File: config.mk
export PLATFORM = sky130hd
export DESIGN_NAME = byte_pair_register
export DESIGN_NICKNAME = d
export VERILOG_FILES = /design/src/cpu_pkg.sv /design/src/byte_pair_register.sv
export SDC_FILE = /design/constraint.sdc
export NUM_CORES = 1
export LEC_CHECK = 0
export BUFFER_PORTS_ARGS = -buffer_cell sky130_fd_sc_hd__buf_4
export CORE_AREA = 2 2 39 41
export DETAILED_ROUTE_END_ITERATION = 10
export DIE_AREA = 0 0 41 43
export PLACE_DENSITY = 0.77
export SKIP_LAST_GASP = 1
export SLEW_MARGIN = 20
export SYNTH_ARGS = -nofsm -noshare
export SYNTH_HDL_FRONTEND = slang
export SYNTH_SLANG_ARGS = --single-unit
File: constraint.sdc
create_clock -name clk -period 1.3 [get_ports clk]
set_clock_uncertainty 0.1 [all_clocks]
set_input_delay 0.065 -clock clk [delete_from_list [all_inputs] [get_ports clk]]
set_output_delay 0.065 -clock clk [all_outputs]
set_load 0.02 [all_outputs]
File: src/cpu_pkg.sv
package cpu_pkg;

	// Bus and word widths
	localparam int data_width     = 8;
	localparam int addr_width     = 16;
	localparam int ctrl_width     = 64;
	localparam int flag_width     = 4;
	localparam int mem_depth      = 32768;
	localparam int mem_addr_width = $clog2(mem_depth);

	// Control word layout, bits above pc_inc_bit are reserved
	localparam int alu_op_lsb     = 0;
	localparam int alu_op_width   = 5;
	localparam int src_id_lsb     = 5;
	localparam int dst_id_lsb     = 10;
	localparam int id_width       = 5;
	localparam int addr_src_lsb   = 15;
	localparam int addr_src_width = 2;
	localparam int pc_inc_bit     = 17;

	// Data bus sources
	localparam logic [id_width-1:0] src_none  = 5'd0;
	localparam logic [id_width-1:0] src_a     = 5'd1;
	localparam logic [id_width-1:0] src_b     = 5'd2;
	localparam logic [id_width-1:0] src_r0    = 5'd3;
	localparam logic [id_width-1:0] src_r1    = 5'd4;
	localparam logic [id_width-1:0] src_ir0   = 5'd5;
	localparam logic [id_width-1:0] src_ir1   = 5'd6;
	localparam logic [id_width-1:0] src_porta = 5'd7;
	localparam logic [id_width-1:0] src_portb = 5'd8;
	localparam logic [id_width-1:0] src_portc = 5'd9;
	localparam logic [id_width-1:0] src_portd = 5'd10;
	localparam logic [id_width-1:0] src_ar0   = 5'd11;
	localparam logic [id_width-1:0] src_ar1   = 5'd12;
	localparam logic [id_width-1:0] src_pc0   = 5'd13;
	localparam logic [id_width-1:0] src_pc1   = 5'd14;
	localparam logic [id_width-1:0] src_sp0   = 5'd15;
	localparam logic [id_width-1:0] src_sp1   = 5'd16;
	localparam logic [id_width-1:0] src_mem   = 5'd17;
	localparam logic [id_width-1:0] src_sr    = 5'd18;
	localparam logic [id_width-1:0] src_alu   = 5'd19;

	// Data bus destinations, 18 and up write nothing
	localparam logic [id_width-1:0] dst_none  = 5'd0;
	localparam logic [id_width-1:0] dst_a     = 5'd1;
	localparam logic [id_width-1:0] dst_b     = 5'd2;
	localparam logic [id_width-1:0] dst_r0    = 5'd3;
	localparam logic [id_width-1:0] dst_r1    = 5'd4;
	localparam logic [id_width-1:0] dst_ir0   = 5'd5;
	localparam logic [id_width-1:0] dst_ir1   = 5'd6;
	localparam logic [id_width-1:0] dst_porta = 5'd7;
	localparam logic [id_width-1:0] dst_portb = 5'd8;
	localparam logic [id_width-1:0] dst_portc = 5'd9;
	localparam logic [id_width-1:0] dst_portd = 5'd10;
	localparam logic [id_width-1:0] dst_ar0   = 5'd11;
	localparam logic [id_width-1:0] dst_ar1   = 5'd12;
	localparam logic [id_width-1:0] dst_pc0   = 5'd13;
	localparam logic [id_width-1:0] dst_pc1   = 5'd14;
	localparam logic [id_width-1:0] dst_sp0   = 5'd15;
	localparam logic [id_width-1:0] dst_sp1   = 5'd16;
	localparam logic [id_width-1:0] dst_mem   = 5'd17;

	// Address bus sources
	localparam logic [addr_src_width-1:0] asel_ar   = 2'd0;
	localparam logic [addr_src_width-1:0] asel_pc   = 2'd1;
	localparam logic [addr_src_width-1:0] asel_sp   = 2'd2;
	localparam logic [addr_src_width-1:0] asel_r1r0 = 2'd3;

	// ALU operations
	localparam logic [alu_op_width-1:0] alu_add = 5'd0;
	localparam logic [alu_op_width-1:0] alu_sub = 5'd1;
	localparam logic [alu_op_width-1:0] alu_and = 5'd2;
	localparam logic [alu_op_width-1:0] alu_or  = 5'd3;
	localparam logic [alu_op_width-1:0] alu_xor = 5'd4;
	localparam logic [alu_op_width-1:0] alu_not = 5'd5;
	localparam logic [alu_op_width-1:0] alu_shl = 5'd6;
	localparam logic [alu_op_width-1:0] alu_shr = 5'd7;

	// Status bits
	localparam int flag_c = 0;
	localparam int flag_z = 1;
	localparam int flag_n = 2;
	localparam int flag_v = 3;

endpackage
File: src/byte_pair_register.sv
module byte_pair_register
	import cpu_pkg::*;
#(
	// Set only for the program counter
	parameter bit counting = 1'b0
) (
	input  logic                  clk,
	input  logic                  rst,
	input  logic [data_width-1:0] data,
	input  logic                  we_lo,
	input  logic                  we_hi,
	input  logic                  cnt_en,
	output logic [addr_width-1:0] value
);

	logic byte_write;

	// Any byte write blocks the increment for this cycle
	assign byte_write = we_lo | we_hi;

	always_ff @(posedge clk) begin
		if (rst) begin
			value <= '0;
		end else if (byte_write) begin
			// Low and high byte may load together from the same bus value
			if (we_lo) begin
				value[data_width-1:0] <= data;
			end
			if (we_hi) begin
				value[addr_width-1:data_width] <= data;
			end
		end else if (counting && cnt_en) begin
			// Wraps from FFFFh to 0000h
			value <= value + 1'b1;
		end
	end

endmodule

* Word level (Yosys, flattened, before mapping)
Index checks and enable logic that the tools add are counted.
W data, S select, Z words.
** Operators by class
- Reductions and logical operators :: 2
- Bitwise logic cells :: 1
- $lt $le $gt $ge :: 0
- Multiply operators :: 0
- Add/subtract/negate cells :: 0
- Eq/ne operators :: 0
- Div/mod/pow operators :: 0
- Mux-type cells :: 0
- Shift-type cells :: 0
** Operator list (number)
- $reduce_and A2 Y1 :: 2
- $or A1 B1 Y1 :: 1
** Storage, ports and cells
- RAM bits :: 0
- Bits in latches :: 0
- Register bits :: 16
- Word-level logic and storage cells :: 5
- Bits in read-only memories :: 0
- Memories kept :: 0
- Output and inout bits :: 16
- Input bits :: 13

* Depth between registers and ports, before layout
- Depth in word-level cells :: 2
- Mapped depth :: 3

* Worst setup path before layout
Ideal clock, no wire load.
- Path kind :: reg2reg
- Start :: register, netlist name value[0]
- End :: register value[0]
- Clock period less this slack :: 0.745 ns
- Arrival :: 0.581 ns
- Path slack :: 0.555 ns
- Required time :: 1.136 ns
- Stages on the path, launching flop included :: 3
- Library setup time :: 0.064 ns
- Buffers on the path :: 0
- Cells stage by stage :: dfxtp_1 -> mux2i_1 -> nor2_1
** RTL lines
- to (signal, indexed assignment) :: RTL line byte_pair_register.sv:27 : value[data_width-1:0] <= data;
- to (signal, indexed assignment) :: RTL line byte_pair_register.sv:30 : value[addr_width-1:data_width] <= data;
- to (signal assigned) :: RTL line byte_pair_register.sv:34 : value <= value + 1'b1;
- to (decl) :: RTL line byte_pair_register.sv:13 : output logic [addr_width-1:0] value

* Final worst setup path
- Start :: register value[2]
- End :: output port value[2]
No word-level cell between the ends.

==> flow_summary.yaml <==
critical_path:
  cp.arrival_ps: 760
  crit_family: "flip-flops"
  path_cells: "buf_4"
  crit_type: "reg2out"
  crit_slowest_cell: "dfxtp_1"
  critPathRequiredTime_ps: 1130
  end_kind: "output port"
  cp_max_fo: 2
  crit_buf_inv: 1
  crit_path_start_kind: "flop"
  critPathMaxStageDelay_ps: 340
synthesis:
  synth.distinct_cells: 5
  ys_ff_latch: 16
  synthCells: 52
  syn_area_um2: 579
  synthesis.nets: 65
  seq_area_frac_synth_pct: 55.3
  yosysWarnings: 0
  syn_area_per_cell_um2: 11.1
global_routing:
  grt_max_degree: 17
  antenna_found_initial: 0
  grt_pass1_wl_um: 1720
  grt_pass1_vias: 412
  grtUsageTotal_pct: 15.4
  globalRoute.totalOverflow: 0
sta:
  fin_crit_ps: 925
  tns_ps: 0
  worst_slack_ps: 375
  hold_viol_final: 0
  finalCritPeriodShare_pct: 71.2
  report.final.slew_viol_count: 0
  max_freq_mhz: 1080
  worst_slew_pin_slew_ps: 126
  slew-limit-headroom_pct: 91.4
  finalSetupViolations: 0
  rsz0062_at_grt: "no"
power_and_ir_drop:
  p_leak_nw: 0.444
  ir_drop_mv: 0.579
  power.density_mw_per_mm2: 1110
drt:
  finalWirelength_um: 1150
  ant_nets: 0
  viasPerCell: 4.46
  via_count: 459
  dr.pass1.iters: 4
  drtIter0Drc: 3
  wl_per_cell_um: 11.1
  drc_errors: 0
cells_and_area:
  largest-register: "value"
  mostFrequentLayoutCell: "buf_4"
  largest_reg_flops: 16
  post-route-util_pct: 63.3
  top_regs: "value (16)"
  antenna_cells: 0
  syn2layout_area_growth_pct: 51.2
  nNetsFinal: 102
  drive_above_1_share_pct: 34.5
  final_cell_mix: "buf_4 (27), mux2i_1 (16), nor2_1 (16), dfxtp_1 (16), dlygate4sd3_1 (9)"
clock_tree:
  path_clk_slew_ps: 80
  clock_path_buffers: 2
  cts_inserted_buffers: 3
  clock_latency_ps: 270
  h-tree-depth: 1
  cts_tree: "built"
  clockRootBuffer: "clkbuf_4"
  clock-sinks: 16
floorplanning:
  ios: 29
  rows: 14
  start_util_pct: 41.9
  die_h_um: 43
  core_area_mm2: 0.00138
  fp.dieW_um: 41
  die_area_mm2: 0.00176
placed_design:
  gp_congestion: 0.548
  io_buffers: 27
  post-place-ws_ps: 578
  dpl.hpwl_um: 739
hold_path:
  hold_path_class: "in2reg"
status:
  status: "finished clean"
job:
  drv_cap: 0
==> per-layer routing <==
layer | global-route usage [%] | wire length (µm)
met5 | 0 | 0
met3 | 3.14 | 79
met4 | 14.0 | 19
met1 | 18.1 | 490
met2 | 22.2 | 558
==> where the power goes <==
part	leakage, nW	switching (W)	internal (W)
clock network	0.0138	0.000136	0.000107
logic	0.298	0.0000911	0.000102
registers	0.132	0.0000136	0.000519
total	0.444	0.000240	0.000729
==> final cells by class <==
class / instances / area, µm²
Fill cell: 117 / 508
Clock buffer: 3 / 22.5
Timing Repair Buffer: 36 / 293
Tap cell: 16 / 20.0
Multi-Input combinational cell: 32 / 220
Sequential cell: 16 / 320
==> path summary, 6_finish.rpt <==
path | start | to | slack, ps | cells past startpoint
setup / recovery | value[2] | value[2] | 370 | 1
hold / removal | we_lo | value[3] | 50 | 3
setup reg to reg | value[4] | value[4] | 600 | 2
hold reg to reg | value[10] | value[10] | 400 | 2
==> Yosys cell counts <==
cell type / count / area, µm²
buf_6: 3 / 33.8
mux2i_1: 16 / 160
dfxtp_1: 16 / 320
clkbuf_2: 1 / 5.00
nor2_1: 16 / 60.1
==> cell families (layout without fill, tap and decap cells) <==
family	after synthesis	count (layout)	share of synthesized area [%]
DFF	16	16	55.3
muxes	16	16	27.6
and+or+nand+nor	16	16	10.4
buffers and inverters	4	39	6.69
==> repair_timing <==
item | in CTS | in global routing
hold buffers | 9 | 0
endpoints found under the setup margin | 0 | 0
gates resized for setup | 0 | 0
setup buffers | 0 | 0
endpoints found under the hold margin | 16 | 0
==> per-stage QoR <==
step / std cells / hold WS [ps] / total power, W / area, µm²
after floorplan: 52 / 112 / 0.000646 / 579
after global placement: 91 / 207 / 0.000715 / 763
after detailed placement: 91 / 218 / 0.000717 / 763
after CTS: 103 / 51.1 / 0.000984 / 876
after global routing: 103 / 65.2 / 0.00101 / 876
final: 103 / 53.9 / 0.000969 / 876
Power figures use the tool's default switching activity.
