===== src/cpu_pkg.sv =====
package cpu_pkg;

	// Bus and word widths
	localparam int data_width     = 8;
	localparam int addr_width     = 16;
	localparam int ctrl_width     = 64;
	localparam int flag_width     = 4;
	localparam int mem_depth      = 32768;
	localparam int mem_addr_width = $clog2(mem_depth);

	// Control word layout, bits above pc_inc_bit are reserved
	localparam int alu_op_lsb     = 0;
	localparam int alu_op_width   = 5;
	localparam int src_id_lsb     = 5;
	localparam int dst_id_lsb     = 10;
	localparam int id_width       = 5;
	localparam int addr_src_lsb   = 15;
	localparam int addr_src_width = 2;
	localparam int pc_inc_bit     = 17;

	// Data bus sources
	localparam logic [id_width-1:0] src_none  = 5'd0;
	localparam logic [id_width-1:0] src_a     = 5'd1;
	localparam logic [id_width-1:0] src_b     = 5'd2;
	localparam logic [id_width-1:0] src_r0    = 5'd3;
	localparam logic [id_width-1:0] src_r1    = 5'd4;
	localparam logic [id_width-1:0] src_ir0   = 5'd5;
	localparam logic [id_width-1:0] src_ir1   = 5'd6;
	localparam logic [id_width-1:0] src_porta = 5'd7;
	localparam logic [id_width-1:0] src_portb = 5'd8;
	localparam logic [id_width-1:0] src_portc = 5'd9;
	localparam logic [id_width-1:0] src_portd = 5'd10;
	localparam logic [id_width-1:0] src_ar0   = 5'd11;
	localparam logic [id_width-1:0] src_ar1   = 5'd12;
	localparam logic [id_width-1:0] src_pc0   = 5'd13;
	localparam logic [id_width-1:0] src_pc1   = 5'd14;
	localparam logic [id_width-1:0] src_sp0   = 5'd15;
	localparam logic [id_width-1:0] src_sp1   = 5'd16;
	localparam logic [id_width-1:0] src_mem   = 5'd17;
	localparam logic [id_width-1:0] src_sr    = 5'd18;
	localparam logic [id_width-1:0] src_alu   = 5'd19;

	// Data bus destinations, 18 and up write nothing
	localparam logic [id_width-1:0] dst_none  = 5'd0;
	localparam logic [id_width-1:0] dst_a     = 5'd1;
	localparam logic [id_width-1:0] dst_b     = 5'd2;
	localparam logic [id_width-1:0] dst_r0    = 5'd3;
	localparam logic [id_width-1:0] dst_r1    = 5'd4;
	localparam logic [id_width-1:0] dst_ir0   = 5'd5;
	localparam logic [id_width-1:0] dst_ir1   = 5'd6;
	localparam logic [id_width-1:0] dst_porta = 5'd7;
	localparam logic [id_width-1:0] dst_portb = 5'd8;
	localparam logic [id_width-1:0] dst_portc = 5'd9;
	localparam logic [id_width-1:0] dst_portd = 5'd10;
	localparam logic [id_width-1:0] dst_ar0   = 5'd11;
	localparam logic [id_width-1:0] dst_ar1   = 5'd12;
	localparam logic [id_width-1:0] dst_pc0   = 5'd13;
	localparam logic [id_width-1:0] dst_pc1   = 5'd14;
	localparam logic [id_width-1:0] dst_sp0   = 5'd15;
	localparam logic [id_width-1:0] dst_sp1   = 5'd16;
	localparam logic [id_width-1:0] dst_mem   = 5'd17;

	// Address bus sources
	localparam logic [addr_src_width-1:0] asel_ar   = 2'd0;
	localparam logic [addr_src_width-1:0] asel_pc   = 2'd1;
	localparam logic [addr_src_width-1:0] asel_sp   = 2'd2;
	localparam logic [addr_src_width-1:0] asel_r1r0 = 2'd3;

	// ALU operations
	localparam logic [alu_op_width-1:0] alu_add = 5'd0;
	localparam logic [alu_op_width-1:0] alu_sub = 5'd1;
	localparam logic [alu_op_width-1:0] alu_and = 5'd2;
	localparam logic [alu_op_width-1:0] alu_or  = 5'd3;
	localparam logic [alu_op_width-1:0] alu_xor = 5'd4;
	localparam logic [alu_op_width-1:0] alu_not = 5'd5;
	localparam logic [alu_op_width-1:0] alu_shl = 5'd6;
	localparam logic [alu_op_width-1:0] alu_shr = 5'd7;

	// Status bits
	localparam int flag_c = 0;
	localparam int flag_z = 1;
	localparam int flag_n = 2;
	localparam int flag_v = 3;

endpackage

===== src/io_ports.sv =====
module io_ports
	import cpu_pkg::*;
(
	input  logic                  clk,
	input  logic                  rst,
	input  logic [data_width-1:0] data,
	input  logic                  we_porta,
	input  logic                  we_portb,
	input  logic                  we_portc,
	input  logic                  we_portd,
	output logic [data_width-1:0] port_a_out,
	output logic [data_width-1:0] port_b_out,
	output logic [data_width-1:0] port_c_out,
	output logic [data_width-1:0] port_d_out
);

	// Output latches, input pins go straight to the bus mux
	always_ff @(posedge clk) begin
		if (rst) begin
			port_a_out <= '0;
			port_b_out <= '0;
			port_c_out <= '0;
			port_d_out <= '0;
		end else begin
			if (we_porta) begin
				port_a_out <= data;
			end
			if (we_portb) begin
				port_b_out <= data;
			end
			if (we_portc) begin
				port_c_out <= data;
			end
			if (we_portd) begin
				port_d_out <= data;
			end
		end
	end

endmodule


===== config.mk =====
export PLATFORM = sky130hd
export DESIGN_NAME = io_ports
export DESIGN_NICKNAME = d
export VERILOG_FILES = /design/src/cpu_pkg.sv /design/src/io_ports.sv
export SDC_FILE = /design/constraint.sdc
export NUM_CORES = 1
export LEC_CHECK = 0
export ABC_CLOCK_PERIOD_IN_PS = 800
export BUFFER_PORTS_ARGS = -buffer_cell sky130_fd_sc_hd__buf_2
export CAP_MARGIN = 25
export CORE_UTILIZATION = 30
export DETAILED_ROUTE_END_ITERATION = 6
export GPL_TIMING_DRIVEN = 0
export HOLD_SLACK_MARGIN = 0.02
export PLACE_DENSITY = 0.61
export SYNTH_ARGS = -nofsm -noshare
export SYNTH_HDL_FRONTEND = slang
export SYNTH_SLANG_ARGS = --single-unit

===== constraint.sdc =====
create_clock -name clk -period 0.8 [get_ports clk]
set_input_delay 0.16 -clock clk [delete_from_list [all_inputs] [get_ports clk]]
set_output_delay 0.16 -clock clk [all_outputs]
set_load 0.1 [all_outputs]

Word-level counts from Yosys, hierarchy flattened --
Index checks and enable logic that the tools add are counted.
Storage, ports and cells: latch bits 0, output and inout port bits 32, bits in writable memories 0, register bits after elaboration 32, memories 0, word-level logic and storage cells 4, memory bits (read-only) 0
Cells by class: mux-type cells 0, reduce and logical (&&, ||, !) cells 0, divide/modulo/power cells 0, shift operators 0, multipliers 0, bitwise gates (word level) 0, add/subtract/negate cells 0, equal/unequal tests 0, order comparisons 0

Longest topological paths before layout --
depth in word-level cells 0, gate-level depth with buffers 3

Worst setup path before layout --
Ideal clock, no wire load.
path type reg2reg, start point reg, netlist name port_a_out[0], end point reg port_a_out[0], setup slack -0.440 ns, setup time 0.067 ns, required time 0.733 ns, path buffers 0, stages on the path, launching flop included 3, clock period less this slack 1.240 ns, arrival time 1.173 ns, path through dfxtp_1 -> mux2i_1 -> nor2_1
RTL lines:
- to (signal assigned) | RTL line io_ports.sv:26 | port_a_out <= data;
- to (decl) | RTL line io_ports.sv:11 | output logic [data_width-1:0] port_a_out,

Worst setup path after layout --
start point reg port_b_out[3], end point out port_b_out[3]
RTL lines:
- from (decl) | RTL line io_ports.sv:12 | output logic [data_width-1:0] port_b_out,
- from (signal assigned) | RTL line io_ports.sv:29 | port_b_out <= data;
No word-level cell between the ends.

==> flow_summary.json <==
{
  "pin_count": 46,
  "worst_pin_slew_ns": 0.2147,
  "hold_violations": 0,
  "io_buffers": 41,
  "drc": 0,
  "drv_slew": 0,
  "grt_use_total_pct": 15.60,
  "initial_core_util_pct": 31.17,
  "cp.buffers_inverters": 1,
  "synthesis.nets": 117,
  "worstPathMaxFanout": 2,
  "htreeDepth": 2,
  "antenna_left": 0,
  "place_area_um2": 1526,
  "start_kind": "register",
  "ys_ff_latch": 32,
  "numCtsBuffers": 5,
  "gr-total-overflow": 0,
  "cts_root_buffer": "clkbuf_8",
  "first_iter_violations": 15,
  "r2r_cells": 3,
  "dieArea_um2": 4055,
  "synth_top_area_cell": "dfxtp_1",
  "yosys-top-cells-area": "dfxtp_1 56%, mux2i_1 28%, nor2_1 11%",
  "dp_hpwl_mm": 1.874,
  "relSlewSlack_pct": 85.68,
  "top_usage_layer": "met2",
  "grt_pass1_vias": 913,
  "reg2reg_to": "port_b_out[4]",
  "clockBufferDepth": 2,
  "rrSetupSlack_ns": 0.04,
  "finalCritPeriodShare_pct": 121.1,
  "place.gp.congestion": 0.6310,
  "cts_tree": "yes",
  "critPathTopFamily": "flip-flops",
  "ff_latch_area_um2": 760.7,
  "critical_path_arrival_ns": 0.81,
  "whs_path_depth": 2,
  "drive_gt1_share_pct": 57.24,
  "clk_pin_slew_ns": 0.06,
  "use_met2_pct": 26.46,
  "setup_tns_ns": -5.138,
  "grt_first_pass_wirelength_mm": 4.547,
  "routedWlPerCell_um": 14.06,
  "ir_worst_vdd_uv": 1175,
  "violations": "negative setup slack",
  "worstSetupPathType": "register to output port",
  "grt_max_degree": 11,
  "fmax_ghz": 1.032,
  "skew_ns": 0,
  "async_flop_share_pct": 0,
  "synth_common_cells": "32 x dfxtp_1, 32 x mux2i_1, 32 x nor2_1",
  "hp-class": "input pin to register",
  "drt_wl_total_mm": 2.812,
  "period_minus_slack_ns": 0.9691,
  "netlist_area_um2": 1141,
  "slowest_delay_ns": 0.36,
  "cts.sinks": 32,
  "clock_latency_ns": 0.27,
  "vias": 883,
  "endpoint_kind": "output port",
  "p_leak_uw": 0.0009236,
  "power_density_nw_per_um2": 2025,
  "hp-start": "rst",
  "ys_types": 5,
  "yosysSeqAreaShare_pct": 56.14,
  "fillers": 304,
  "status": "finished with violations",
  "rsz0062_at_grt": "yes",
  "routed_via_density": 4.415,
  "std_cell_rows": 22,
  "r2r_start": "port_b_out[4]",
  "synth_edf_count": 0,
  "nNetsFinal": 166,
  "yosysTopAreaCellShare_pct": 56.14,
  "multi_input_area_um2": 440.4,
  "setup_viol": 32,
  "synth_warnings": 0,
  "antennaDiodeCount": 0,
  "crit_required_ns": 0.64,
  "met3_usage_pct": 6.884,
  "syn_inst": 103,
  "die_x_um": 63.68,
  "area_growth_pct": 83.33,
  "setup_slack_ns": -0.1691,
  "crit_chain": "buf_12",
  "grtUsageMet1_pct": 16.56,
  "design_area_um2": 2092,
  "hold_buffers": 0,
  "avgSynthCellArea_um2": 11.08,
  "min_to": "port_a_out[5]",
  "die_h_um": 63.68,
  "synthFlopType": "dfxtp_1",
  "maxCapViolations": 0,
  "firstDrtPassIters": 4,
  "core_um2": 3661,
  "antenna_found_initial": 0,
  "slowest_stage": "dfxtp_4"
}
cell type report:
| type | instances | share of cell area (%) |
|---|---|---|
| clock inverter | 1 | 0.2392 |
| multi-input combinational | 64 | 21.05 |
| sequential | 32 | 36.36 |
| clock buffer | 6 | 3.469 |
| buffer | 7 | 2.871 |
| tap | 48 | 2.871 |
| timing repair buffer | 42 | 33.13 |
logic make-up (layout without fill, tap and decap cells):
kind of cell / after synthesis / count (layout) / synth area share (%)
simple gates: 32 / 32 / 10.53
flops: 32 / 32 / 56.14
buf+inv: 7 / 56 / 5.262
mux: 32 / 32 / 28.07
what timing repair did:
item                       in CTS  in global routing
setup endpoints to repair      32                 32
hold endpoints to repair        0                  0
resized for setup             128                  0
setup buffers                   1                  0
through the flow:
stage	hold slack, ns	util (%)	setup WS, ns	instances	total power, µW
global placement	0.3687	41.70	-0.09905	192	2787
CTS	0.07720	57.14	-0.1841	200	4287
global route	0.08875	57.14	-0.1977	200	4416
finish	0.08825	57.14	-0.1691	200	4236
floorplan	0.2227	-	0.03316	103	2627
detailed placement	0.3709	41.70	-0.1031	192	2801
report_power, final:
group / leakage [µW] / switching [µW] / internal (µW)
Sequential: 0.000285 / 101 / 1650
Combinational: 0.000597 / 875 / 492
Clock: 0.0000410 / 525 / 589
Total: 0.000924 / 1500 / 2730
layer usage:
| metal | up-vias | wire (µm) |
|---|---|---|
| met5 | - | 0 |
| met4 | 0 | 42 |
| met3 | 5 | 197 |
| met2 | 32 | 1435 |
| met1 | 409 | 1136 |
| li1 | 437 | - |
cell usage in the layout, fill, tap and decap left out:
cell and instances:
clkbuf_1 1, nor2_1 32, clkbuf_8 5, mux2i_1 32
dfxtp_4 32, buf_12 32, buf_2 12, buf_4 1
buf_6 4, clkinv_2 1
state kept, by name (all words and copies together) (netlist names):
register	cells
port_a_out	8
port_b_out	8
port_c_out	8
port_d_out	8
worst max-delay path by stage:
stage | slack, ns | from | to | cells after the start
detailed placement | -0.10 | port_d_out[2] | port_d_out[2] | 1
floorplan | 0.03 | port_a_out[0] | port_a_out[0] | 2
finish | -0.17 | port_b_out[3] | port_b_out[3] | 1
CTS | -0.18 | port_a_out[2] | port_a_out[2] | 1
global route | -0.20 | port_d_out[3] | port_d_out[3] | 1
global placement | -0.1 | port_c_out[3] | port_c_out[3] | 1
Note: power is estimated with default switching activity, not from simulation.
