<file path="src/cpu_pkg.sv">
package cpu_pkg;

	// Bus and word widths
	localparam int data_width     = 8;
	localparam int addr_width     = 16;
	localparam int ctrl_width     = 64;
	localparam int flag_width     = 4;
	localparam int mem_depth      = 32768;
	localparam int mem_addr_width = $clog2(mem_depth);

	// Control word layout, bits above pc_inc_bit are reserved
	localparam int alu_op_lsb     = 0;
	localparam int alu_op_width   = 5;
	localparam int src_id_lsb     = 5;
	localparam int dst_id_lsb     = 10;
	localparam int id_width       = 5;
	localparam int addr_src_lsb   = 15;
	localparam int addr_src_width = 2;
	localparam int pc_inc_bit     = 17;

	// Data bus sources
	localparam logic [id_width-1:0] src_none  = 5'd0;
	localparam logic [id_width-1:0] src_a     = 5'd1;
	localparam logic [id_width-1:0] src_b     = 5'd2;
	localparam logic [id_width-1:0] src_r0    = 5'd3;
	localparam logic [id_width-1:0] src_r1    = 5'd4;
	localparam logic [id_width-1:0] src_ir0   = 5'd5;
	localparam logic [id_width-1:0] src_ir1   = 5'd6;
	localparam logic [id_width-1:0] src_porta = 5'd7;
	localparam logic [id_width-1:0] src_portb = 5'd8;
	localparam logic [id_width-1:0] src_portc = 5'd9;
	localparam logic [id_width-1:0] src_portd = 5'd10;
	localparam logic [id_width-1:0] src_ar0   = 5'd11;
	localparam logic [id_width-1:0] src_ar1   = 5'd12;
	localparam logic [id_width-1:0] src_pc0   = 5'd13;
	localparam logic [id_width-1:0] src_pc1   = 5'd14;
	localparam logic [id_width-1:0] src_sp0   = 5'd15;
	localparam logic [id_width-1:0] src_sp1   = 5'd16;
	localparam logic [id_width-1:0] src_mem   = 5'd17;
	localparam logic [id_width-1:0] src_sr    = 5'd18;
	localparam logic [id_width-1:0] src_alu   = 5'd19;

	// Data bus destinations, 18 and up write nothing
	localparam logic [id_width-1:0] dst_none  = 5'd0;
	localparam logic [id_width-1:0] dst_a     = 5'd1;
	localparam logic [id_width-1:0] dst_b     = 5'd2;
	localparam logic [id_width-1:0] dst_r0    = 5'd3;
	localparam logic [id_width-1:0] dst_r1    = 5'd4;
	localparam logic [id_width-1:0] dst_ir0   = 5'd5;
	localparam logic [id_width-1:0] dst_ir1   = 5'd6;
	localparam logic [id_width-1:0] dst_porta = 5'd7;
	localparam logic [id_width-1:0] dst_portb = 5'd8;
	localparam logic [id_width-1:0] dst_portc = 5'd9;
	localparam logic [id_width-1:0] dst_portd = 5'd10;
	localparam logic [id_width-1:0] dst_ar0   = 5'd11;
	localparam logic [id_width-1:0] dst_ar1   = 5'd12;
	localparam logic [id_width-1:0] dst_pc0   = 5'd13;
	localparam logic [id_width-1:0] dst_pc1   = 5'd14;
	localparam logic [id_width-1:0] dst_sp0   = 5'd15;
	localparam logic [id_width-1:0] dst_sp1   = 5'd16;
	localparam logic [id_width-1:0] dst_mem   = 5'd17;

	// Address bus sources
	localparam logic [addr_src_width-1:0] asel_ar   = 2'd0;
	localparam logic [addr_src_width-1:0] asel_pc   = 2'd1;
	localparam logic [addr_src_width-1:0] asel_sp   = 2'd2;
	localparam logic [addr_src_width-1:0] asel_r1r0 = 2'd3;

	// ALU operations
	localparam logic [alu_op_width-1:0] alu_add = 5'd0;
	localparam logic [alu_op_width-1:0] alu_sub = 5'd1;
	localparam logic [alu_op_width-1:0] alu_and = 5'd2;
	localparam logic [alu_op_width-1:0] alu_or  = 5'd3;
	localparam logic [alu_op_width-1:0] alu_xor = 5'd4;
	localparam logic [alu_op_width-1:0] alu_not = 5'd5;
	localparam logic [alu_op_width-1:0] alu_shl = 5'd6;
	localparam logic [alu_op_width-1:0] alu_shr = 5'd7;

	// Status bits
	localparam int flag_c = 0;
	localparam int flag_z = 1;
	localparam int flag_n = 2;
	localparam int flag_v = 3;

endpackage
</file>
<file path="src/cpu_bus.sv">
module cpu_bus
	import cpu_pkg::*;
(
	input  logic [id_width-1:0]       src_id,
	input  logic [id_width-1:0]       dst_id,
	input  logic [addr_src_width-1:0] addr_src,
	// Data bus sources
	input  logic [data_width-1:0]     a_value,
	input  logic [data_width-1:0]     b_value,
	input  logic [data_width-1:0]     alu_result,
	input  logic [flag_width-1:0]     status,
	input  logic [data_width-1:0]     port_in_a,
	input  logic [data_width-1:0]     port_in_b,
	input  logic [data_width-1:0]     port_in_c,
	input  logic [data_width-1:0]     port_in_d,
	input  logic [data_width-1:0]     mem_rdata,
	// Register pairs, also address bus sources
	input  logic [addr_width-1:0]     r1r0,
	input  logic [addr_width-1:0]     ir,
	input  logic [addr_width-1:0]     ar,
	input  logic [addr_width-1:0]     pc,
	input  logic [addr_width-1:0]     sp,
	output logic [data_width-1:0]     data_bus,
	output logic [addr_width-1:0]     address_bus,
	output logic                      we_a,
	output logic                      we_b,
	output logic                      we_r0,
	output logic                      we_r1,
	output logic                      we_ir0,
	output logic                      we_ir1,
	output logic                      we_porta,
	output logic                      we_portb,
	output logic                      we_portc,
	output logic                      we_portd,
	output logic                      we_ar0,
	output logic                      we_ar1,
	output logic                      we_pc0,
	output logic                      we_pc1,
	output logic                      we_sp0,
	output logic                      we_sp1,
	output logic                      we_mem,
	output logic                      flag_load
);

	localparam int lo = data_width;

	logic [dst_mem:0] dst_hot;

	// Data bus source mux, replaces the tri-state drivers
	always_comb begin
		case (src_id)
			src_none:  data_bus = '0;
			src_a:     data_bus = a_value;
			src_b:     data_bus = b_value;
			src_r0:    data_bus = r1r0[lo-1:0];
			src_r1:    data_bus = r1r0[addr_width-1:lo];
			src_ir0:   data_bus = ir[lo-1:0];
			src_ir1:   data_bus = ir[addr_width-1:lo];
			src_porta: data_bus = port_in_a;
			src_portb: data_bus = port_in_b;
			src_portc: data_bus = port_in_c;
			src_portd: data_bus = port_in_d;
			src_ar0:   data_bus = ar[lo-1:0];
			src_ar1:   data_bus = ar[addr_width-1:lo];
			src_pc0:   data_bus = pc[lo-1:0];
			src_pc1:   data_bus = pc[addr_width-1:lo];
			src_sp0:   data_bus = sp[lo-1:0];
			src_sp1:   data_bus = sp[addr_width-1:lo];
			src_mem:   data_bus = mem_rdata;
			// Flags in the low nibble
			src_sr:    data_bus = {{(data_width-flag_width){1'b0}}, status};
			src_alu:   data_bus = alu_result;
			default:   data_bus = '0;
		endcase
	end

	// Address bus source mux
	always_comb begin
		case (addr_src)
			asel_ar:   address_bus = ar;
			asel_pc:   address_bus = pc;
			asel_sp:   address_bus = sp;
			asel_r1r0: address_bus = r1r0;
			default:   address_bus = ar;
		endcase
	end

	// One-hot destination decode
	always_comb begin
		dst_hot = '0;
		if (dst_id != dst_none && dst_id <= dst_mem) begin
			dst_hot[dst_id] = 1'b1;
		end
	end

	assign we_a      = dst_hot[dst_a];
	assign we_b      = dst_hot[dst_b];
	assign we_r0     = dst_hot[dst_r0];
	assign we_r1     = dst_hot[dst_r1];
	assign we_ir0    = dst_hot[dst_ir0];
	assign we_ir1    = dst_hot[dst_ir1];
	assign we_porta  = dst_hot[dst_porta];
	assign we_portb  = dst_hot[dst_portb];
	assign we_portc  = dst_hot[dst_portc];
	assign we_portd  = dst_hot[dst_portd];
	assign we_ar0    = dst_hot[dst_ar0];
	assign we_ar1    = dst_hot[dst_ar1];
	assign we_pc0    = dst_hot[dst_pc0];
	assign we_pc1    = dst_hot[dst_pc1];
	assign we_sp0    = dst_hot[dst_sp0];
	assign we_sp1    = dst_hot[dst_sp1];
	assign we_mem    = dst_hot[dst_mem];

	// Status follows every ALU transfer
	assign flag_load = (src_id == src_alu);

endmodule

</file>
<file path="config.mk">
export PLATFORM = sky130hd
export DESIGN_NAME = cpu_bus
export DESIGN_NICKNAME = d
export VERILOG_FILES = /design/src/cpu_pkg.sv /design/src/cpu_bus.sv
export SDC_FILE = /design/constraint.sdc
export NUM_CORES = 1
export LEC_CHECK = 0
export ABC_CLOCK_PERIOD_IN_PS = 3500
export BUFFER_PORTS_ARGS = -buffer_cell sky130_fd_sc_hd__buf_4
export CORE_AREA = 4 4 76 78
export DETAILED_ROUTE_END_ITERATION = 6
export DIE_AREA = 0 0 80 82
export PLACE_DENSITY = 0.91
export SLEW_MARGIN = 10
export SYNTH_ARGS = -nofsm -noshare
export SYNTH_HDL_FRONTEND = slang
export SYNTH_SLANG_ARGS = --single-unit
export TNS_END_PERCENT = 10
</file>
<file path="constraint.sdc">
create_clock -name vclk -period 3.5
set_input_delay 0.35 -clock vclk [all_inputs]
set_output_delay 0.35 -clock vclk [all_outputs]
set_load 0.02 [all_outputs]
</file>
# After elaboration in Yosys (flattened, before gate mapping)
# Index checks and enable logic that the tools add are counted.
[classes]
reduce_logical = 4
n_mux = 5
magnitude_cmp = 3
n_eq_ne = 22
[ops]
columns = ["cell", "n"]
rows = [
  ["one-hot mux 8 bit (19 select lines)", 1],
  ["one-hot mux 16 bit (4 select lines)", 1],
  ["== test 5 x 4 -> 1 bit (second input constant)", 8],
  ["== test 5 x 3 -> 1 bit (second input constant)", 4],
  ["== test 5 bit (second input constant)", 4],
  ["two-way mux 18 bit", 1],
  ["== test 5 x 2 -> 1 bit (second input constant)", 2],
  ["less-than comparator 5 x 6 -> 1 bit (second input constant)", 1],
  ["demux 1 bit (select 5 bit)", 1],
  ["== test 5 x 1 -> 1 bit (second input constant)", 1],
  ["greater-or-equal comparator 5 x 1 -> 1 bit (second input constant)", 1],
  ["less-or-equal comparator 5 bit (second input constant)", 1],
  ["nonzero test 5 bit", 1],
  ["== test 2 bit (second input constant)", 2],
  ["== test 2 x 1 -> 1 bit (second input constant)", 1],
  ["logical AND 1 bit", 2],
  ["logical NOT 2 bit", 1],
  ["two-way mux 1 bit", 1],
]
[totals]
in_bits = 160
word_cells = 34
reg_bits = 0

# Longest topological paths before layout
# Gate-level depths: netlist of the first run.
[logic_depth]
ltp_word = 5
ltp_mapped = 7
depth_no_buf = 5

# Worst setup path after synthesis of the first run
# No wires, ideal clock.
[synth_path]
kind = "input to output"
start = "in src_id[3]"
end = "out data_bus[3]"
arrival_ns = 1.618
path_buffers = 0
setup_slack_ns = 1.532
stages = 5
path_cell_list = "or3b_1 > nor2_2 > a222oi_1 > and3_1 > nand4_1"
[synth_via]
elab_chain_len = 2
elab_cells_between_ends = 20
[synth_rtl]
columns = ["item", "line_no", "rtl"]
rows = [
  ["start: declaration", "cpu_bus.sv:4", "input logic [id_width-1:0] src_id,"],
  ["== test 5 bit", "n/a", ""],
  ["named net flag_load", "cpu_bus.sv:42", "output logic flag_load"],
  ["one-hot mux 8 bit (19 select lines)", "cpu_bus.sv:51", "case (src_id)"],
  ["end: declaration", "cpu_bus.sv:23", "output logic [data_width-1:0] data_bus,"],
]
# The timed path passes the listed nets, and every way through them passes these cells.

# Worst setup path after layout of the first run
[layout_path]
start = "in src_id[1]"
end = "out data_bus[3]"
[layout_via]
elab_chain_len = 2
elab_cells_between_ends = 20
[layout_rtl]
columns = ["item", "line_no"]
rows = [
  ["== test 5 bit (tied with other cells)", "cpu_bus.sv:51"],
  ["one-hot mux 8 bit (19 select lines) *", "cpu_bus.sv:51"],
]
# Every way passes the cells marked *; elsewhere a longest branch is shown, timed or not.

==> results of run 1 <==
[how the worst max path moves through the flow]
stage	to	slack [ns]	startpoint	depth (start not counted)
global placement	data_bus[7]	1.05	src_id[4]	7
global route	data_bus[3]	0.81	src_id[1]	7
floorplan	data_bus[3]	1.53	src_id[3]	5
CTS	data_bus[3]	0.95	src_id[1]	7
detailed placement	data_bus[3]	0.95	src_id[1]	7
finish	data_bus[3]	0.88	src_id[1]	7
[routing by layer]
layer | up-vias | global-route usage, % | wire (um) | part of all wire [%]
met5 | - | 0 | 0 | 0
met4 | 0 | 4.90 | 195 | 1.9
met3 | 24 | 4.82 | 1010 | 9.9
met2 | 215 | 54.0 | 5270 | 51
met1 | 1392 | 34.3 | 3780 | 37
li1 | 1365 | - | - | -
[cells by family (layout without fill, tap and decap cells)]
group / after synthesis / count (layout) / share of synthesized area (%)
AND/OR/NAND/NOR: 118 / 118 / 32.9
multiplexers: 44 / 44 / 35.6
buffers and inverters: 20 / 204 / 6.63
AO/OA/AOI/OAI: 61 / 61 / 24.9
[layout make-up]
cell class	count	area share, %
multi-input cells	223	51.7
repair buffers	202	45.4
inverters	2	0.225
well taps	70	2.62
[Yosys cell counts, types with 3 or more instances]
cell | n | share of area, %
or3_1 | 5 | 1.7
nand3b_1 | 3 | 1.2
nor2_1 | 40 | 8.1
nand3_1 | 4 | 1.1
nand2_1 | 17 | 3.4
mux2i_1 | 20 | 11
mux4_2 | 16 | 19
nand2b_1 | 7 | 2.4
buf_4 | 6 | 2.4
a22oi_1 | 24 | 9.7
a31oi_1 | 6 | 2.0
buf_2 | 8 | 2.2
nand4_1 | 5 | 1.7
a221oi_1 | 5 | 2.4
mux2_2 | 6 | 3.7
a21oi_1 | 5 | 1.4
o211ai_1 | 3 | 1.2
nor4_1 | 5 | 1.7
nor3_1 | 14 | 3.8
[power groups by stage]
stage | registers [mW] | logic (mW) | clock network [mW]
2_1_floorplan | 0 | 0.200 | 0
3_3_place_gp | 0 | 0.425 | 0
3_5_place_dp | 0 | 0.430 | 0
4_1_cts | 0 | 0.431 | 0
5_1_grt | 0 | 0.461 | 0
6_report | 0 | 0.433 | 0
[stage by stage]
stage	area, um2	setup WS (ns)	cells	hold slack (ns)
floorplan	1850	1.53	243	0.783
global placement	3340	1.05	497	1.01
detailed placement	3340	0.947	497	1.02
CTS	3340	0.952	497	1.02
global route	3340	0.813	497	1.04
finish	3340	0.882	497	1.02
==> flow_summary.yaml, run 1 <==
worst_setup_path:
  crit_arrival_ns: 2.27
  worstSetupEndpointType: "output port"
  critical_path_class: "in2out"
  critical_path.startpoint_type: "input pin"
  cp.buffers_inverters: 2
  cp_cell_sequence: "buf_4, or3_1, nor2_1, a22oi_1, and3_1, nand4_1, buf_4"
  path_delay_family: "simple AND/OR/NAND/NOR gates"
  slowest_stage_cell_on_the_critical_path: "nor2_1"
  worst-endpoint-required_ns: 3.15
  peak_per_stage_delay_on_the_critical_path_ns: 0.50
  cp_max_fo: 43
  cpMostUsedCell: "buf_4"
route:
  postRouteAntennaNets: 0
  finalWirelength_um: 10300
  vias_cell: 6.03
  detail_route.wl_per_cell_um: 20.6
  detailedRoute.firstIterationViolations: 331
  detailedRoute.firstPassIterationCount: 5
  via_count: 2996
  detailed_route_drc_error_count: 0
floorplan:
  initial_utilization_pct: 36.5
  floorplan.die.width_um: 80
  core-area_um2: 5070
  num_rows: 26
  boundaryPins: 202
  height_of_the_chip_um: 82
  floorplan.die_area_um2: 6560
synth:
  synth.net_count: 403
  ys_seq_area_share_pct: 0
  yosys_warnings: 0
  synth_area_um2: 1850
  yosysUniqueCellTypes: 45
  syn-instance-count: 243
  syn-mean-instance-area_um2: 7.62
layout:
  layout-drive-gt1-share_pct: 54.8
  seqCellArea_um2: 0
  n_clock_buffer: 0
  antenna_cells: 0
  layout.cells.most_common_list: "202 x buf_4, 40 x nor2_1, 24 x a22oi_1"
  multi_input_area_um2: 1730
  fin_nets: 589
  mostFrequentLayoutCell: "buf_4"
  area.growth.synth_to_final_pct: 80.5
  final_util_pct: 65.8
  fill_cells: 463
  sequential_cell_total: 0
pwr:
  power_frac_comb_pct: 100.0
  p_leak_nw: 1.58
  power.density_nw_per_um2: 130
  internal_power_mw: 0.236
  ir_worst_vdd_v: 0.0000804
  netSwitchingFraction_pct: 45.6
  seq_power_share_pct: 0
  power_total_mw: 0.433
  netSwitchingPower_mw: 0.197
  power.clock.fraction_pct: 0
hold_path:
  whs_path_depth: 3
  worst_hold_startpoint: "dst_id[0]"
  whs_endpoint: "we_ar1"
  min_path_type: "in2out"
outcome:
  status: "finished clean"
timing:
  finalCriticalPeriod_ns: 2.62
  final_max_slew_viol_count: 0
  unrepaired_setup_endpoints_after_global_routing: "false"
  finalSetupViolCount: 0
  max_freq_mhz: 382
  max_slew_headroom_at_the_worst_pin_pct: 58.8
  layout_worst_path_cycle_share_pct: 74.8
  timing.final.hold_violations: 0
  setup_tns_ns: 0
  worst_slew_pin_slew_ns: 0.614
clock_network:
  post-cts-setup-buffer-count: 0
  cts-resized-gates: 0
  number_of_buffers_added_to_fix_hold_violations_after_cts: 0
placed_design:
  gp_congestion: 0.903
  placement.io_buffers: 202
  dp_hpwl_um: 8450
global_route:
  number_of_global_route_vias_before_repair: 3067
  grt_remaining_overflow: 0
  grtUsageTotal_pct: 28.6
  antenna_found_initial: 0
  grt_max_degree: 44
  first_pass_grt_wire_length_um: 14900
run:
  cap_viol_max_count: 0
(Power assumes the default switching activity.)
==> inputs of run 2 (changes only) <==
--- a/config.mk
+++ b/config.mk
@@ -5,12 +5,12 @@
 export SDC_FILE = /design/constraint.sdc
 export NUM_CORES = 1
 export LEC_CHECK = 0
-export ABC_CLOCK_PERIOD_IN_PS = 3500
+export ABC_CLOCK_PERIOD_IN_PS = 2250
 export BUFFER_PORTS_ARGS = -buffer_cell sky130_fd_sc_hd__buf_4
-export CORE_AREA = 4 4 76 78
+export CORE_MARGIN = 4
+export CORE_UTILIZATION = 33
 export DETAILED_ROUTE_END_ITERATION = 6
-export DIE_AREA = 0 0 80 82
-export PLACE_DENSITY = 0.91
+export PLACE_DENSITY = 0.88
 export SLEW_MARGIN = 10
 export SYNTH_ARGS = -nofsm -noshare
 export SYNTH_HDL_FRONTEND = slang
==> constraint.sdc (replaced) <==
create_clock -name vclk -period 2.25
set_input_delay 0.225 -clock vclk [all_inputs]
set_output_delay 0.225 -clock vclk [all_outputs]
set_load 0.02 [all_outputs]
==> run 2 against run 1 <==
Against the previous run:
- count of clock-buffer cells in the layout is the same
- utilization fell by 3.5 points
- global-route usage fell by 0.56 points
- critical path type unchanged
- largest cell class unchanged
- highest routed layer unchanged
==> flow_summary.yaml, run 2 (synthesis gave the netlist of run 1 again) <==
global_route:
  antenna_found_initial: 0
  grt_util_met1_pct: 32.2
  grt_remaining_overflow: 0
  grt_busiest_layer: "met2"
  grt_max_degree: 26
  first_pass_grt_wire_length_um: 16300
  grtUsageTotal_pct: 28.1
  grt_util_met3_pct: 8.53
  grt_use_met2_pct: 49.3
  number_of_global_route_vias_before_repair: 3237
hold_path:
  whs_path_depth: 3
  min_path_type: "in2out"
worst_setup_path:
  cpMostUsedCell: "buf_4"
  slowest_stage_cell_on_the_critical_path: "nor2_1"
  worstSetupEndpointType: "output port"
  worst-endpoint-required_ns: 2.03
  crit_arrival_ns: 1.92
  peak_per_stage_delay_on_the_critical_path_ns: 0.49
  critical_path.startpoint_type: "input pin"
  cp_cell_sequence: "buf_4, or3_4, nor2_1, a22oi_1, and3_1, nand4_1, buf_4"
  cp_max_fo: 19
  critical_path_class: "in2out"
clock_network:
  post-cts-setup-buffer-count: 0
  number_of_buffers_added_to_fix_hold_violations_after_cts: 0
  cts-resized-gates: 0
placed_design:
  placement.io_buffers: 202
  placed_cells: 508
  dp_worst_setup_slack_ns: 0.135
  dp_hpwl_um: 8760
  gp_congestion: 0.948
timing:
  unrepaired_setup_endpoints_after_global_routing: "false"
  final_max_slew_viol_count: 0
  finalSetupViolCount: 0
  timing.final.hold_violations: 0
  max_slew_headroom_at_the_worst_pin_pct: 59.3
  final_critical_path_setup_slack_ns: 0.101
  worst_slew_pin_slew_ns: 0.608
  max_freq_mhz: 465
  finalCriticalPeriod_ns: 2.15
  setup_tns_ns: 0
  layout_worst_path_cycle_share_pct: 95.5
route:
  detailedRoute.firstIterationViolations: 415
  vias_cell: 6.03
  detailedRoute.firstPassIterationCount: 7
  detailed_route_drc_error_count: 0
  postRouteAntennaNets: 0
  detail_route.wl_per_cell_um: 20.5
  via_count: 3064
  finalWirelength_um: 10400
layout:
  final_util_pct: 62.3
  fin_nets: 598
  layout-drive-gt1-share_pct: 55.7
  multi_input_area_um2: 1730
  area.growth.synth_to_final_pct: 84.2
  layoutNonFillerInstCount: 508
  sequential_cell_total: 0
  n_clock_buffer: 0
  layout.cells.most_common_list: "211 x buf_4, 40 x nor2_1, 24 x a22oi_1"
  antenna_cells: 0
  mostFrequentLayoutCell: "buf_4"
  fill_cells: 497
  seqCellArea_um2: 0
floorplan:
  height_of_the_chip_um: 82.9
  initial_utilization_pct: 33.8
  floorplan.die_area_um2: 6870
  boundaryPins: 202
  num_rows: 27
  floorplan.die.width_um: 82.9
  core-area_um2: 5470
pwr:
  p_leak_nw: 1.62
  power_total_mw: 0.687
  ir_worst_vdd_v: 0.000100
  power.density_nw_per_um2: 201
outcome:
  status: "finished clean"
run:
  cap_viol_max_count: 0
-- run 2: changes by cell type in the layout (fill, tap and decap cells not counted) --
cell   before  now
buf_4     202  211
-- run 2: path summary, 6_finish.rpt --
| path | startpoint | to | slack [ns] |
|---|---|---|---|
| hold / removal | dst_id[0] | we_sp1 | 0.77 |
| setup / recovery | src_id[0] | data_bus[3] | 0.10 |
-- run 2: routing by layer --
layer | wire length, um | share of wire [%]
met4 | 327 | 3.1
met5 | 0 | 0
met3 | 1180 | 11
met2 | 5170 | 50
met1 | 3710 | 36
-- run 2: cell type report --
cell class                      count  area share, %
Tap cell                           72           2.64
Inverter                            2          0.220
Timing Repair Buffer              211           46.5
Multi-Input combinational cell    223           50.7
-- run 2: power by group --
part	total (mW)	switching [mW]	internal (mW)
Clock	0	0	0
Sequential	0	0	0
Combinational	0.687	0.311	0.376
Total	0.687	0.311	0.376
-- run 2: worst max-delay path, delay by kind of cell --
kind	cells	cell delay, ns
compound gates	1	0.17
buf+inv	2	0.34
simple gates	4	1.19
-- run 2: per-stage QoR --
stage / hold slack [ns] / area, um2
after global routing: 0.785 / 3410
final: 0.765 / 3410
after floorplan: 0.533 / 1850
after detailed placement: 0.768 / 3410
after global placement: 0.761 / 3410
after CTS: 0.769 / 3410
